File: config.mk
export PLATFORM = sky130hd
export DESIGN_NAME = decode_stage
export DESIGN_NICKNAME = d
export VERILOG_FILES = /design/src/decode_pkg.sv /design/src/if_id_reg.sv /design/src/control_decode.sv /design/src/imm_gen.sv /design/src/hazard_forward.sv /design/src/branch_resolve.sv /design/src/id_ex_reg.sv /design/src/decode_stage.sv
export SDC_FILE = /design/constraint.sdc
export NUM_CORES = 1
export LEC_CHECK = 0
export ABC_AREA = 1
export BUFFER_PORTS_ARGS = -buffer_cell sky130_fd_sc_hd__buf_4
export CORE_ASPECT_RATIO = 0.9
export CORE_MARGIN = 5
export CORE_UTILIZATION = 40
export DETAILED_ROUTE_END_ITERATION = 10
export PLACE_DENSITY = 0.66
export SLEW_MARGIN = 25
export SYNTH_ARGS = -nofsm -noshare
export SYNTH_HDL_FRONTEND = slang
export SYNTH_SLANG_ARGS = --single-unit
File: constraint.sdc
create_clock -name bus -period 5.55 [get_ports bus]
set_input_delay 1.11 -clock bus [delete_from_list [all_inputs] [get_ports bus]]
set_output_delay 1.11 -clock bus [all_outputs]
set_load 0.1 [all_outputs]
File: src/decode_pkg.sv
package decode_pkg;

  localparam int XLEN = 32;
  localparam int PC_W = 16;

  // Major opcodes of RV32I
  localparam logic [6:0] OP_LUI    = 7'b0110111;
  localparam logic [6:0] OP_AUIPC  = 7'b0010111;
  localparam logic [6:0] OP_JAL    = 7'b1101111;
  localparam logic [6:0] OP_JALR   = 7'b1100111;
  localparam logic [6:0] OP_BRANCH = 7'b1100011;
  localparam logic [6:0] OP_LOAD   = 7'b0000011;
  localparam logic [6:0] OP_STORE  = 7'b0100011;
  localparam logic [6:0] OP_IMM    = 7'b0010011;
  localparam logic [6:0] OP_REG    = 7'b0110011;

  // addi x0, x0, 0
  localparam logic [31:0] NOP_INSTR = 32'h0000_0013;

  ///////////////////////////////////////////////////////////////////////
  // Instruction layouts
  ///////////////////////////////////////////////////////////////////////

  typedef struct packed {
    logic [6:0] funct7;
    logic [4:0] rs2;
    logic [4:0] rs1;
    logic [2:0] funct3;
    logic [4:0] rd;
    logic [6:0] opcode;
  } r_fmt_t;

  typedef struct packed {
    logic [11:0] imm11_0;
    logic [4:0]  rs1;
    logic [2:0]  funct3;
    logic [4:0]  rd;
    logic [6:0]  opcode;
  } i_fmt_t;

  typedef struct packed {
    logic [6:0] imm11_5;
    logic [4:0] rs2;
    logic [4:0] rs1;
    logic [2:0] funct3;
    logic [4:0] imm4_0;
    logic [6:0] opcode;
  } s_fmt_t;

  typedef struct packed {
    logic       imm12;
    logic [5:0] imm10_5;
    logic [4:0] rs2;
    logic [4:0] rs1;
    logic [2:0] funct3;
    logic [3:0] imm4_1;
    logic       imm11;
    logic [6:0] opcode;
  } b_fmt_t;

  typedef struct packed {
    logic [19:0] imm31_12;
    logic [4:0]  rd;
    logic [6:0]  opcode;
  } u_fmt_t;

  typedef struct packed {
    logic       imm20;
    logic [9:0] imm10_1;
    logic       imm11;
    logic [7:0] imm19_12;
    logic [4:0] rd;
    logic [6:0] opcode;
  } j_fmt_t;

  // One word, six readings
  typedef union packed {
    r_fmt_t r_fmt;
    i_fmt_t i_fmt;
    s_fmt_t s_fmt;
    b_fmt_t b_fmt;
    u_fmt_t u_fmt;
    j_fmt_t j_fmt;
  } instr_u;

  ///////////////////////////////////////////////////////////////////////
  // Control and pipeline bundles
  ///////////////////////////////////////////////////////////////////////

  typedef enum logic [3:0] {
    ALU_ADD, ALU_SUB, ALU_SLL, ALU_SLT, ALU_SLTU, ALU_XOR,
    ALU_SRL, ALU_SRA, ALU_OR, ALU_AND, ALU_PASS_B
  } alu_op_e;

  typedef struct packed {
    alu_op_e    alu_op;
    logic       alu_src;
    logic       mem_read;
    logic       mem_write;
    logic       reg_write;
    logic       branch;
    logic       jal;
    logic       jalr;
    logic       lui;
    logic       auipc;
    logic [2:0] mem_size;
  } ctrl_t;

  // Destinations and results of the later stages
  typedef struct packed {
    logic [4:0]      ex_mem_rd;
    logic            ex_mem_reg_write;
    logic            ex_mem_mem_read;
    logic [XLEN-1:0] ex_mem_res;
    logic [4:0]      mem_wb_rd;
    logic            mem_wb_reg_write;
    logic [XLEN-1:0] wb_res;
  } fwd_src_t;

  typedef struct packed {
    ctrl_t           ctrl;
    logic [4:0]      rs1;
    logic [4:0]      rs2;
    logic [4:0]      rd;
    logic [XLEN-1:0] rs1_data;
    logic [XLEN-1:0] rs2_data;
    logic [XLEN-1:0] imm;
    logic [PC_W-1:0] pc;
    logic [2:0]      funct3;
  } id_ex_t;

endpackage

File: src/if_id_reg.sv
`timescale 1ns/100ps

module if_id_reg #(
  parameter int PC_W = decode_pkg::PC_W
) (
  input  logic               bus,
  input  logic               reset,
  input  logic               stall,
  input  logic               hold,
  input  logic               flush,
  input  logic [31:0]        ins,
  input  logic [PC_W-1:0]    ins_pc,
  input  logic               ins_valid,
  output decode_pkg::instr_u ifid_instr,
  output logic [PC_W-1:0]    ifid_pc,
  output logic               ifid_valid
);

  import decode_pkg::*;

  always_ff @(posedge bus) begin
    if (reset) begin
      ifid_instr <= NOP_INSTR;
      ifid_pc    <= '0;
      ifid_valid <= 1'b0;
    end else if (!stall && !hold) begin
      // Taken branch kills the instruction behind it
      if (flush || !ins_valid) begin
        ifid_instr <= NOP_INSTR;
        ifid_valid <= 1'b0;
      end else begin
        ifid_instr <= ins;
        ifid_valid <= 1'b1;
      end
      // pc follows fetch even for a slot turned into a NOP
      ifid_pc <= ins_pc;
    end
  end

endmodule

File: src/control_decode.sv
`timescale 1ns/100ps

module control_decode (
  input  decode_pkg::instr_u instr,
  input  logic               valid,
  output decode_pkg::ctrl_t  ctrl,
  output logic               uses_rs1,
  output logic               uses_rs2
);

  import decode_pkg::*;

  logic [6:0] opcode;
  logic [2:0] funct3;
  logic       alt;

  assign opcode = instr.r_fmt.opcode;
  assign funct3 = instr.r_fmt.funct3;
  // funct7 bit 5 selects sub and sra
  assign alt    = instr.r_fmt.funct7[5];

  function automatic alu_op_e alu_from_funct(input logic [2:0] f3, input logic f7_alt,
                                             input logic is_reg);
    case (f3)
      3'b000:  return (is_reg && f7_alt) ? ALU_SUB : ALU_ADD;
      3'b001:  return ALU_SLL;
      3'b010:  return ALU_SLT;
      3'b011:  return ALU_SLTU;
      3'b100:  return ALU_XOR;
      3'b101:  return f7_alt ? ALU_SRA : ALU_SRL;
      3'b110:  return ALU_OR;
      default: return ALU_AND;
    endcase
  endfunction

  always_comb begin
    ctrl     = '0;
    uses_rs1 = 1'b0;
    uses_rs2 = 1'b0;
    if (valid) begin
      case (opcode)
        OP_LUI: begin
          ctrl.lui       = 1'b1;
          ctrl.alu_src   = 1'b1;
          ctrl.alu_op    = ALU_PASS_B;
          ctrl.reg_write = 1'b1;
        end
        OP_AUIPC: begin
          ctrl.auipc     = 1'b1;
          ctrl.alu_src   = 1'b1;
          ctrl.reg_write = 1'b1;
        end
        OP_JAL: begin
          ctrl.jal       = 1'b1;
          ctrl.reg_write = 1'b1;
        end
        OP_JALR: begin
          ctrl.jalr      = 1'b1;
          ctrl.alu_src   = 1'b1;
          ctrl.reg_write = 1'b1;
          uses_rs1       = 1'b1;
        end
        OP_BRANCH: begin
          ctrl.branch = 1'b1;
          ctrl.alu_op = ALU_SUB;
          uses_rs1    = 1'b1;
          uses_rs2    = 1'b1;
        end
        OP_LOAD: begin
          ctrl.mem_read  = 1'b1;
          ctrl.alu_src   = 1'b1;
          ctrl.reg_write = 1'b1;
          ctrl.mem_size  = funct3;
          uses_rs1       = 1'b1;
        end
        OP_STORE: begin
          ctrl.mem_write = 1'b1;
          ctrl.alu_src   = 1'b1;
          ctrl.mem_size  = funct3;
          uses_rs1       = 1'b1;
          uses_rs2       = 1'b1;
        end
        OP_IMM: begin
          ctrl.alu_op    = alu_from_funct(funct3, alt, 1'b0);
          ctrl.alu_src   = 1'b1;
          ctrl.reg_write = 1'b1;
          uses_rs1       = 1'b1;
        end
        OP_REG: begin
          ctrl.alu_op    = alu_from_funct(funct3, alt, 1'b1);
          ctrl.reg_write = 1'b1;
          uses_rs1       = 1'b1;
          uses_rs2       = 1'b1;
        end
        default: ctrl = '0;
      endcase
    end
  end

endmodule

File: src/imm_gen.sv
`timescale 1ns/100ps

module imm_gen #(
  parameter int XLEN = decode_pkg::XLEN
) (
  input  decode_pkg::instr_u instr,
  output logic [XLEN-1:0]    imm
);

  import decode_pkg::*;

  logic [31:0] imm32;

  always_comb begin
    case (instr.r_fmt.opcode)
      OP_LOAD, OP_IMM, OP_JALR:
        imm32 = {{20{instr.i_fmt.imm11_0[11]}}, instr.i_fmt.imm11_0};
      OP_STORE:
        imm32 = {{20{instr.s_fmt.imm11_5[6]}}, instr.s_fmt.imm11_5, instr.s_fmt.imm4_0};
      OP_BRANCH:
        imm32 = {{20{instr.b_fmt.imm12}}, instr.b_fmt.imm11, instr.b_fmt.imm10_5,
                 instr.b_fmt.imm4_1, 1'b0};
      OP_LUI, OP_AUIPC:
        imm32 = {instr.u_fmt.imm31_12, 12'h000};
      OP_JAL:
        imm32 = {{12{instr.j_fmt.imm20}}, instr.j_fmt.imm19_12, instr.j_fmt.imm11,
                 instr.j_fmt.imm10_1, 1'b0};
      // R format and unknown opcodes carry no immediate
      default: imm32 = '0;
    endcase
  end

  assign imm = XLEN'(signed'(imm32));

endmodule

File: src/hazard_forward.sv
`timescale 1ns/100ps

module hazard_forward #(
  parameter int XLEN = decode_pkg::XLEN
) (
  input  decode_pkg::instr_u   instr,
  input  decode_pkg::ctrl_t    ctrl,
  input  logic                 valid,
  input  logic                 uses_rs1,
  input  logic                 uses_rs2,
  input  decode_pkg::id_ex_t   id_ex,
  input  decode_pkg::fwd_src_t fwd,
  input  logic [XLEN-1:0]      rs1_data,
  input  logic [XLEN-1:0]      rs2_data,
  output logic                 hz,
  output logic [XLEN-1:0]      op_a,
  output logic [XLEN-1:0]      op_b
);

  import decode_pkg::*;

  logic [4:0] rs1;
  logic [4:0] rs2;
  logic       live1;
  logic       live2;
  logic       id_match;
  logic       ex_match;
  logic       cmp_in_id;

  assign rs1   = instr.r_fmt.rs1;
  assign rs2   = instr.r_fmt.rs2;
  // x0 never causes a dependency
  assign live1 = uses_rs1 && (rs1 != 5'd0);
  assign live2 = uses_rs2 && (rs2 != 5'd0);

  assign id_match = (live1 && rs1 == id_ex.rd) || (live2 && rs2 == id_ex.rd);
  assign ex_match = (live1 && rs1 == fwd.ex_mem_rd) || (live2 && rs2 == fwd.ex_mem_rd);

  // Branches and jalr need their operands here, not in execute
  assign cmp_in_id = ctrl.branch || ctrl.jalr;

  assign hz = valid &&
              ((id_match && (id_ex.ctrl.mem_read || (cmp_in_id && id_ex.ctrl.reg_write))) ||
               (ex_match && cmp_in_id && fwd.ex_mem_mem_read));

  // EX/MEM first, then write-back, then register file
  function automatic logic [XLEN-1:0] fwd_pick(input logic [4:0] rs, input fwd_src_t src,
                                               input logic [XLEN-1:0] rf);
    if (src.ex_mem_reg_write && src.ex_mem_rd != 5'd0 && src.ex_mem_rd == rs)
      return src.ex_mem_res;
    if (src.mem_wb_reg_write && src.mem_wb_rd != 5'd0 && src.mem_wb_rd == rs)
      return src.wb_res;
    return rf;
  endfunction

  assign op_a = fwd_pick(rs1, fwd, rs1_data);
  assign op_b = fwd_pick(rs2, fwd, rs2_data);

endmodule

File: src/branch_resolve.sv
`timescale 1ns/100ps

module branch_resolve #(
  parameter int XLEN = decode_pkg::XLEN,
  parameter int PC_W = decode_pkg::PC_W
) (
  input  decode_pkg::ctrl_t ctrl,
  input  logic [2:0]        funct3,
  input  logic [XLEN-1:0]   op_a,
  input  logic [XLEN-1:0]   op_b,
  input  logic [XLEN-1:0]   imm,
  input  logic [PC_W-1:0]   pc,
  input  logic              hz,
  output logic              branch_taken,
  output logic [PC_W-1:0]   branch_target
);

  import decode_pkg::*;

  logic            cond;
  logic [XLEN-1:0] base;
  logic [XLEN-1:0] sum;

  always_comb begin
    case (funct3)
      3'b000:  cond = (op_a == op_b);
      3'b001:  cond = (op_a != op_b);
      3'b100:  cond = ($signed(op_a) < $signed(op_b));
      3'b101:  cond = ($signed(op_a) >= $signed(op_b));
      3'b110:  cond = (op_a < op_b);
      3'b111:  cond = (op_a >= op_b);
      default: cond = 1'b0;
    endcase
  end

  // Operands are not final while a hazard is pending
  assign branch_taken = !hz && (ctrl.jal || ctrl.jalr || (ctrl.branch && cond));

  assign base = ctrl.jalr ? op_a : XLEN'(pc);
  assign sum  = base + imm;

  // jalr clears bit 0 of its target
  assign branch_target = {sum[PC_W-1:1], sum[0] & ~ctrl.jalr};

endmodule

File: src/id_ex_reg.sv
`timescale 1ns/100ps

module id_ex_reg (
  input  logic               bus,
  input  logic               reset,
  input  logic               stall,
  input  logic               bubble,
  input  decode_pkg::id_ex_t next,
  output decode_pkg::id_ex_t id_ex
);

  import decode_pkg::*;

  id_ex_t bubble_entry;

  // Empty slot that still carries the pc of the held instruction
  always_comb begin
    bubble_entry    = '0;
    bubble_entry.pc = next.pc;
  end

  always_ff @(posedge bus) begin
    if (reset) begin
      id_ex <= '0;
    end else if (!stall) begin
      if (bubble) begin
        id_ex <= bubble_entry;
      end else begin
        id_ex <= next;
      end
    end
  end

endmodule

File: src/decode_stage.sv
`timescale 1ns/100ps

module decode_stage #(
  parameter int XLEN = decode_pkg::XLEN,
  parameter int PC_W = decode_pkg::PC_W
) (
  input  logic                 bus,
  input  logic                 reset,
  input  logic                 stall,
  input  logic [31:0]          ins,
  input  logic [PC_W-1:0]      ins_pc,
  input  logic                 ins_valid,
  output logic [4:0]           rf_rs1,
  output logic [4:0]           rf_rs2,
  input  logic [XLEN-1:0]      rs1_data,
  input  logic [XLEN-1:0]      rs2_data,
  input  decode_pkg::fwd_src_t fwd,
  output decode_pkg::id_ex_t   id_ex,
  output logic                 hz,
  output logic                 branch_taken,
  output logic [PC_W-1:0]      branch_target
);

  import decode_pkg::*;

  instr_u          ifid_instr;
  logic [PC_W-1:0] ifid_pc;
  logic            ifid_valid;
  ctrl_t           ctrl;
  logic            uses_rs1;
  logic            uses_rs2;
  logic [XLEN-1:0] imm;
  logic [XLEN-1:0] op_a;
  logic [XLEN-1:0] op_b;
  id_ex_t          next;

  ////////////////////////////////////////////////////////////////////////
  // IF/ID
  ////////////////////////////////////////////////////////////////////////

  if_id_reg #(.PC_W(PC_W)) u_if_id (
    .bus        (bus),
    .reset      (reset),
    .stall      (stall),
    .hold       (hz),
    .flush      (branch_taken),
    .ins        (ins),
    .ins_pc     (ins_pc),
    .ins_valid  (ins_valid),
    .ifid_instr (ifid_instr),
    .ifid_pc    (ifid_pc),
    .ifid_valid (ifid_valid)
  );

  assign rf_rs1 = ifid_instr.r_fmt.rs1;
  assign rf_rs2 = ifid_instr.r_fmt.rs2;

  ////////////////////////////////////////////////////////////////////////
  // Decode, hazards and branches
  ////////////////////////////////////////////////////////////////////////

  control_decode u_control (
    .instr    (ifid_instr),
    .valid    (ifid_valid),
    .ctrl     (ctrl),
    .uses_rs1 (uses_rs1),
    .uses_rs2 (uses_rs2)
  );

  imm_gen #(.XLEN(XLEN)) u_imm (
    .instr (ifid_instr),
    .imm   (imm)
  );

  hazard_forward #(.XLEN(XLEN)) u_hazard (
    .instr    (ifid_instr),
    .ctrl     (ctrl),
    .valid    (ifid_valid),
    .uses_rs1 (uses_rs1),
    .uses_rs2 (uses_rs2),
    .id_ex    (id_ex),
    .fwd      (fwd),
    .rs1_data (rs1_data),
    .rs2_data (rs2_data),
    .hz       (hz),
    .op_a     (op_a),
    .op_b     (op_b)
  );

  branch_resolve #(.XLEN(XLEN), .PC_W(PC_W)) u_branch (
    .ctrl          (ctrl),
    .funct3        (ifid_instr.r_fmt.funct3),
    .op_a          (op_a),
    .op_b          (op_b),
    .imm           (imm),
    .pc            (ifid_pc),
    .hz            (hz),
    .branch_taken  (branch_taken),
    .branch_target (branch_target)
  );

  ////////////////////////////////////////////////////////////////////////
  // ID/EX
  ////////////////////////////////////////////////////////////////////////

  // Unused register fields go out as x0 so later stages see no false match
  always_comb begin
    next          = '0;
    next.ctrl     = ctrl;
    next.rs1      = uses_rs1 ? ifid_instr.r_fmt.rs1 : 5'd0;
    next.rs2      = uses_rs2 ? ifid_instr.r_fmt.rs2 : 5'd0;
    next.rd       = ctrl.reg_write ? ifid_instr.r_fmt.rd : 5'd0;
    next.rs1_data = rs1_data;
    next.rs2_data = rs2_data;
    next.imm      = imm;
    next.pc       = ifid_pc;
    next.funct3   = ifid_instr.r_fmt.funct3;
  end

  id_ex_reg u_id_ex (
    .bus    (bus),
    .reset  (reset),
    .stall  (stall),
    .bubble (hz),
    .next   (next),
    .id_ex  (id_ex)
  );

endmodule

# == After elaboration in Yosys (flattened, before gate mapping) ==
# Cells that the tools add are included.
# totals
output_inout_bits,174
inputBits,193
regBits,195
# op_classes
n_reduce_logical,43
eq_ne,26
bitwise,2
magnitude_cmp,4
add_sub_neg,1
muxes,43
# op_table
operator,n
2-to-1 mux 32 bit,9
case mux 32 bit (5 select lines),1
2-to-1 mux 146 bit,1
>= comparator 32 bit,2
< comparator 32 bit,2
case mux 4 bit (7 select lines),2
== test 5 bit,8
== test 32 bit,1
2-to-1 mux 16 bit,2
!= test 32 bit,1
2-to-1 mux 1 bit,22
"== test 7 x 6 -> 1 bit, second input constant",3
"== test 7 bit, second input constant",3
logical AND 1 bit,20
nonzero test 5 bit,4
adder 16 bit,1
case mux 4 bit (4 select lines),1
2-to-1 mux 5 bit,3
"== test 7 x 5 -> 1 bit, second input constant",2
"== test 3 bit, second input constant",4
OR reduction 6 bit,2
logical OR 1 bit,8
"== test 7 x 2 -> 1 bit, second input constant",1
OR reduction 7 bit,1
10 further kinds,15

# == Logic depth before layout (Yosys ltp) ==
# depth
word_depth,15
mapped_depth,27

# == Cells and area by module ==
# From an unflattened synthesis, not the netlist that was laid out.
# hier_totals
hier_cells,1984
area_unflattened_um2,12478.2
# by_module_without_submodules
module,area_each_um2,cells_each,instances
id_ex_reg,4999.8,633,1
hazard_forward,2651.3,571,1
branch_resolve,1833.0,289,1
if_id_reg,1773.0,220,1
imm_gen,759.5,163,1
control_decode,349.1,78,1
decode_stage,112.6,30,1

# == Worst setup path after synthesis ==
# OpenSTA, ideal clock, no wires.
# synth_path
path_type,input -> output
startpoint,input fwd[73] in the netlist's numbering
endpoint,output branch_target[14]
n_path_buf,1
stages,20
arrival_time_ns,5.526
required_time_ns,4.440
setup_slack_ns,-1.086
path_cell_list,inv_1 nand2_1 o41ai_1 inv_1 nand2_1 clkbuf_1 o21ai_0 o21ai_0 ha_1 inv_1 fa_1 inv_1 a31oi_1 o21ai_0 a21boi_0 o21ai_0 a21oi_1 nor2_1 nor2_1 xnor2_1
# synth_between
elab_chain_len,7
# synth_lines
item,line,text
"start, declared",decode_stage.sv:17,"input decode_pkg::fwd_src_t fwd,"
nonzero test 5 bit,hazard_forward.sv:49,if (src.ex_mem_reg_write && src.ex_mem_rd != 5'd0 && src.ex_mem_rd == rs)
logical AND 1 bit,hazard_forward.sv:49,
logical AND 1 bit (*),hazard_forward.sv:49,
2-to-1 mux 1 bit (*),hazard_forward.sv:49,
2-to-1 mux 32 bit (*),hazard_forward.sv:51,if (src.mem_wb_reg_write && src.mem_wb_rd != 5'd0 && src.mem_wb_rd == rs)
2-to-1 mux 16 bit (*),branch_resolve.sv:39,assign base = ctrl.jalr ? op_a : XLEN'(pc);
adder 16 bit (*),branch_resolve.sv:40,assign sum = base + imm;
"end, declared",decode_stage.sv:21,output logic [PC_W-1:0] branch_target
# Every way passes the cells marked *; elsewhere a longest branch is shown, timed or not.

# == Final worst setup path ==
# layout_path
startpoint,input fwd[36] in the netlist's numbering
endpoint,output branch_target[14]
# layout_between
elab_chain_len,9
# layout_lines
item,line,text
nonzero test 5 bit,hazard_forward.sv:51,
logical AND 1 bit,hazard_forward.sv:51,
logical AND 1 bit (*),hazard_forward.sv:51,
2-to-1 mux 1 bit (2 in series),hazard_forward.sv:51,
2-to-1 mux 32 bit (*),hazard_forward.sv:53,return rf;
2-to-1 mux 32 bit (*),hazard_forward.sv:51,
2-to-1 mux 16 bit (*),branch_resolve.sv:39,
adder 16 bit (*),branch_resolve.sv:40,
# Every way passes the cells marked *; elsewhere a longest branch is shown, timed or not. The select of a mux whose other input is x is not followed.

==> impl_results.md <==
- Die Width: 184.4 µm
- Fraction of layout cells with a size suffix above 1: 29.00%
- Arr. time, crit path: 4390 ps
- RSZ-0062 raised after global routing: true
- Required @ worst endpoint: 4440 ps
- Synth Area per Inst: 6.676 µm²
- CTS Hold Bufs: 0
- Synthesis Warnings: 0
- Yosys top cell area share: 35.65%
- Die H: 167.0 µm
- P&R area growth vs syn: 43.17%
- Max cap viols: 0
- Fillers: 2637
- F_max: 0.1818 GHz
- Diode count: 0
- Pre-CTS setup slack: -393.9 ps
- Iteration-0 DRC Markers: 865
- I/O Buffers: 366
- Setup CP Type: in2out
- Synthesized area: 0.01095 mm²
- CTS tree: yes
- Global-route wire length before repair: 65070 µm
- Max VDD drop: 0.0001769 V
- Min Clock Period, post-route: 5501 ps
- Area contributors post-synth: dfxtp_1 36%, nand2_1 18%, a21oi_1 10%
- Skew final: 22.52 ps
- Initial antenna violation count: 0
- Leak: 7.240 nW
- Clock Tree Buf Depth: 2
- Number of setup violations in the final report: 0
- Crit. End Element: output pin
- IO Pins: 367
- Register area share after synthesis: 35.65%
- Final instance area: 0.01568 mm²
- Detailed Place HPWL: 32450 µm
- DRT Pass-1 Iters: 5
- Post-route DRC: 0
- Vias/cell: 5.248
- Total power: 3.862 mW
- Tcrit/Tclk final: 99.12%
- #FFs+latches synth: 195
- CP startpoint kind: input port
- TNS Setup: 0 ps
- Post-Syn Instances: 1640
- CP max FO: 3
- Avg WL per Cell: 18.07 µm
- CP most frequent cell: o21ai_1
- Final worst slack: 49.12 ps
- Multi-input logic area: 0.006459 mm²
- Max reg flops: 146
- Starting density of the core: 40.62%
- Tightest Pin Transition: 896.3 ps
- Total track usage: 26.35%
- Seq. cell area: 0.003904 mm²
- Slowest stage delay, CP: 370 ps
- Rel. slew slack: 40.25%
- Worst min path class: reg2reg
- DRT Wirelength: 43230 µm
- Worst hold margin: 463.2 ps
- Cts bufs inserted: 17
- Vias in the first global route: 11770
- Root Driver: clkbuf_16
- Sink Count: 195
- Largest net degree at the start of global routing: 88
- Total Die Area: 0.03079 mm²
- Cell variety after synth: 40
- Final GP Congestion: 0.9119
- Final Max Tran Viols: 0
- Grt total ovfl: 0
- Critical path, cell by cell: buf_8, buf_6, xor2_1, nor2_1, nand2_2, buf_6, o211ai_1, o21ai_1, o21ai_1, ha_2, inv_2, fa_2, inv_2, a31oi_4, o21ai_1, buf_4, a21boi_2, o21ai_1, a21oi_1, nor2_1, nor2_2, xnor2_4, buf_12
- Max H-tree Level: 4
- Most common cell after layout, fill and taps aside: nand2_1
- Via count: 12550
- Pwr/cell area: 246.4 mW/mm²
- Syn nets: 1881
- Synth area leader: dfxtp_1
- Std-Cell Rows: 57
- Endpoints failing hold: 0
- Post-layout nets: 2267
- Reg clk slew, reported paths: 80 ps
- Status: completed
- CORE AREA: 0.02696 mm²
- Most frequent cells in the layout: 508 x nand2_1, 458 x buf_4, 223 x a21oi_1, 195 x dfxtp_1, 116 x o21ai_0
- CP max-delay cell: fa_2
- Antenna Nets Post-Route: 0
- Worst-skew pair later-pin latency: 450 ps
- Area after DPL: 0.01456 mm²
==> power by group <==
part / switching, mW / internal [mW] / leakage (nW)
Sequential: 0.0402 / 1.45 / 1.60
Clock: 0.625 / 0.614 / 0.271
Combinational: 0.771 / 0.357 / 5.37
Total: 1.44 / 2.43 / 7.24
==> cell type report <==
class	instances	area share, %
clock buffers	19	2.889
repair buffers	485	24.90
clock inverters	12	0.7423
multi-input cells	1225	41.20
well taps	354	2.825
inverters	102	2.538
flip-flops and latches	195	24.90
==> logic make-up (layout without fill, tap and decap cells) <==
| family | after synthesis | count (layout) | share of synthesized area, % |
|---|---|---|---|
| AND/OR/NAND/NOR | 741 | 741 | 28.17 |
| AO/OA/AOI/OAI | 399 | 399 | 19.09 |
| buffers and inverters | 220 | 618 | 8.570 |
| flip-flops | 195 | 195 | 35.65 |
| adder cells (fa/ha/maj) | 48 | 48 | 5.554 |
| XOR/XNOR | 37 | 37 | 2.960 |
==> per-stage QoR <==
step / utilization [%] / instances
floorplan: - / 1640
global placement: 54.02 / 2345
detailed placement: 54.02 / 2345
CTS: 56.65 / 2378
global route: 58.15 / 2392
finish: 58.15 / 2392
==> worst max-delay path, delay by kind of cell <==
kind            cells  cell delay, ps
compound gates      8             980
buf+inv             7             830
fa+ha+maj           2             590
simple gates        4             540
xor+xnor            2             330
==> metal layers <==
| layer | wire, µm | share of wire (%) | vias to the layer above | GRT usage, % |
|---|---|---|---|---|
| met1 | 19050 | 44 | 5810 | 36.82 |
| met3 | 3447 | 8.0 | 62 | 5.060 |
| li1 | - | - | 6195 | - |
| met4 | 1047 | 2.4 | 0 | 7.007 |
| met5 | 0 | 0 | - | 0 |
| met2 | 19690 | 46 | 486 | 41.74 |
==> Yosys cell counts (all sizes together) <==
cell type,number
xor2,22
clkbuf,76
nand3,73
nand2,520
o211ai,11
o2111ai,2
dfxtp,195
a21boi,3
buf,42
inv,102
ha,47
nand4,44
fa,1
o21ai,127
nor2,83
nor3b,1
xnor2,15
nor4,5
o22ai,1
o21a,3
nand3b,1
a21o,2
a21oi,225
o41ai,1
a31oi,24
nor3,12
or2,2
==> repair_timing <==
action                     CTS  global route
pin swaps                    5            43
gates resized for setup     32            66
gates cloned                 1             3
setup endpoints to repair    9             9
setup buffers                1            11
==> worst paths after layout <==
check / from / to / slack [ps] / cells after the start
worst max-delay path: fwd[36] / branch_target[14] / 50 / 23
worst min-delay path: u_id_ex.id_ex[142] / u_id_ex.id_ex[142] / 460 / 2
worst max register to register: u_if_id.ifid_instr[20] / u_if_id.ifid_instr[4] / 1160 / 25
worst min register to register: u_id_ex.id_ex[142] / u_id_ex.id_ex[142] / 460 / 2
No activity file was read; power rests on OpenSTA's default activity.
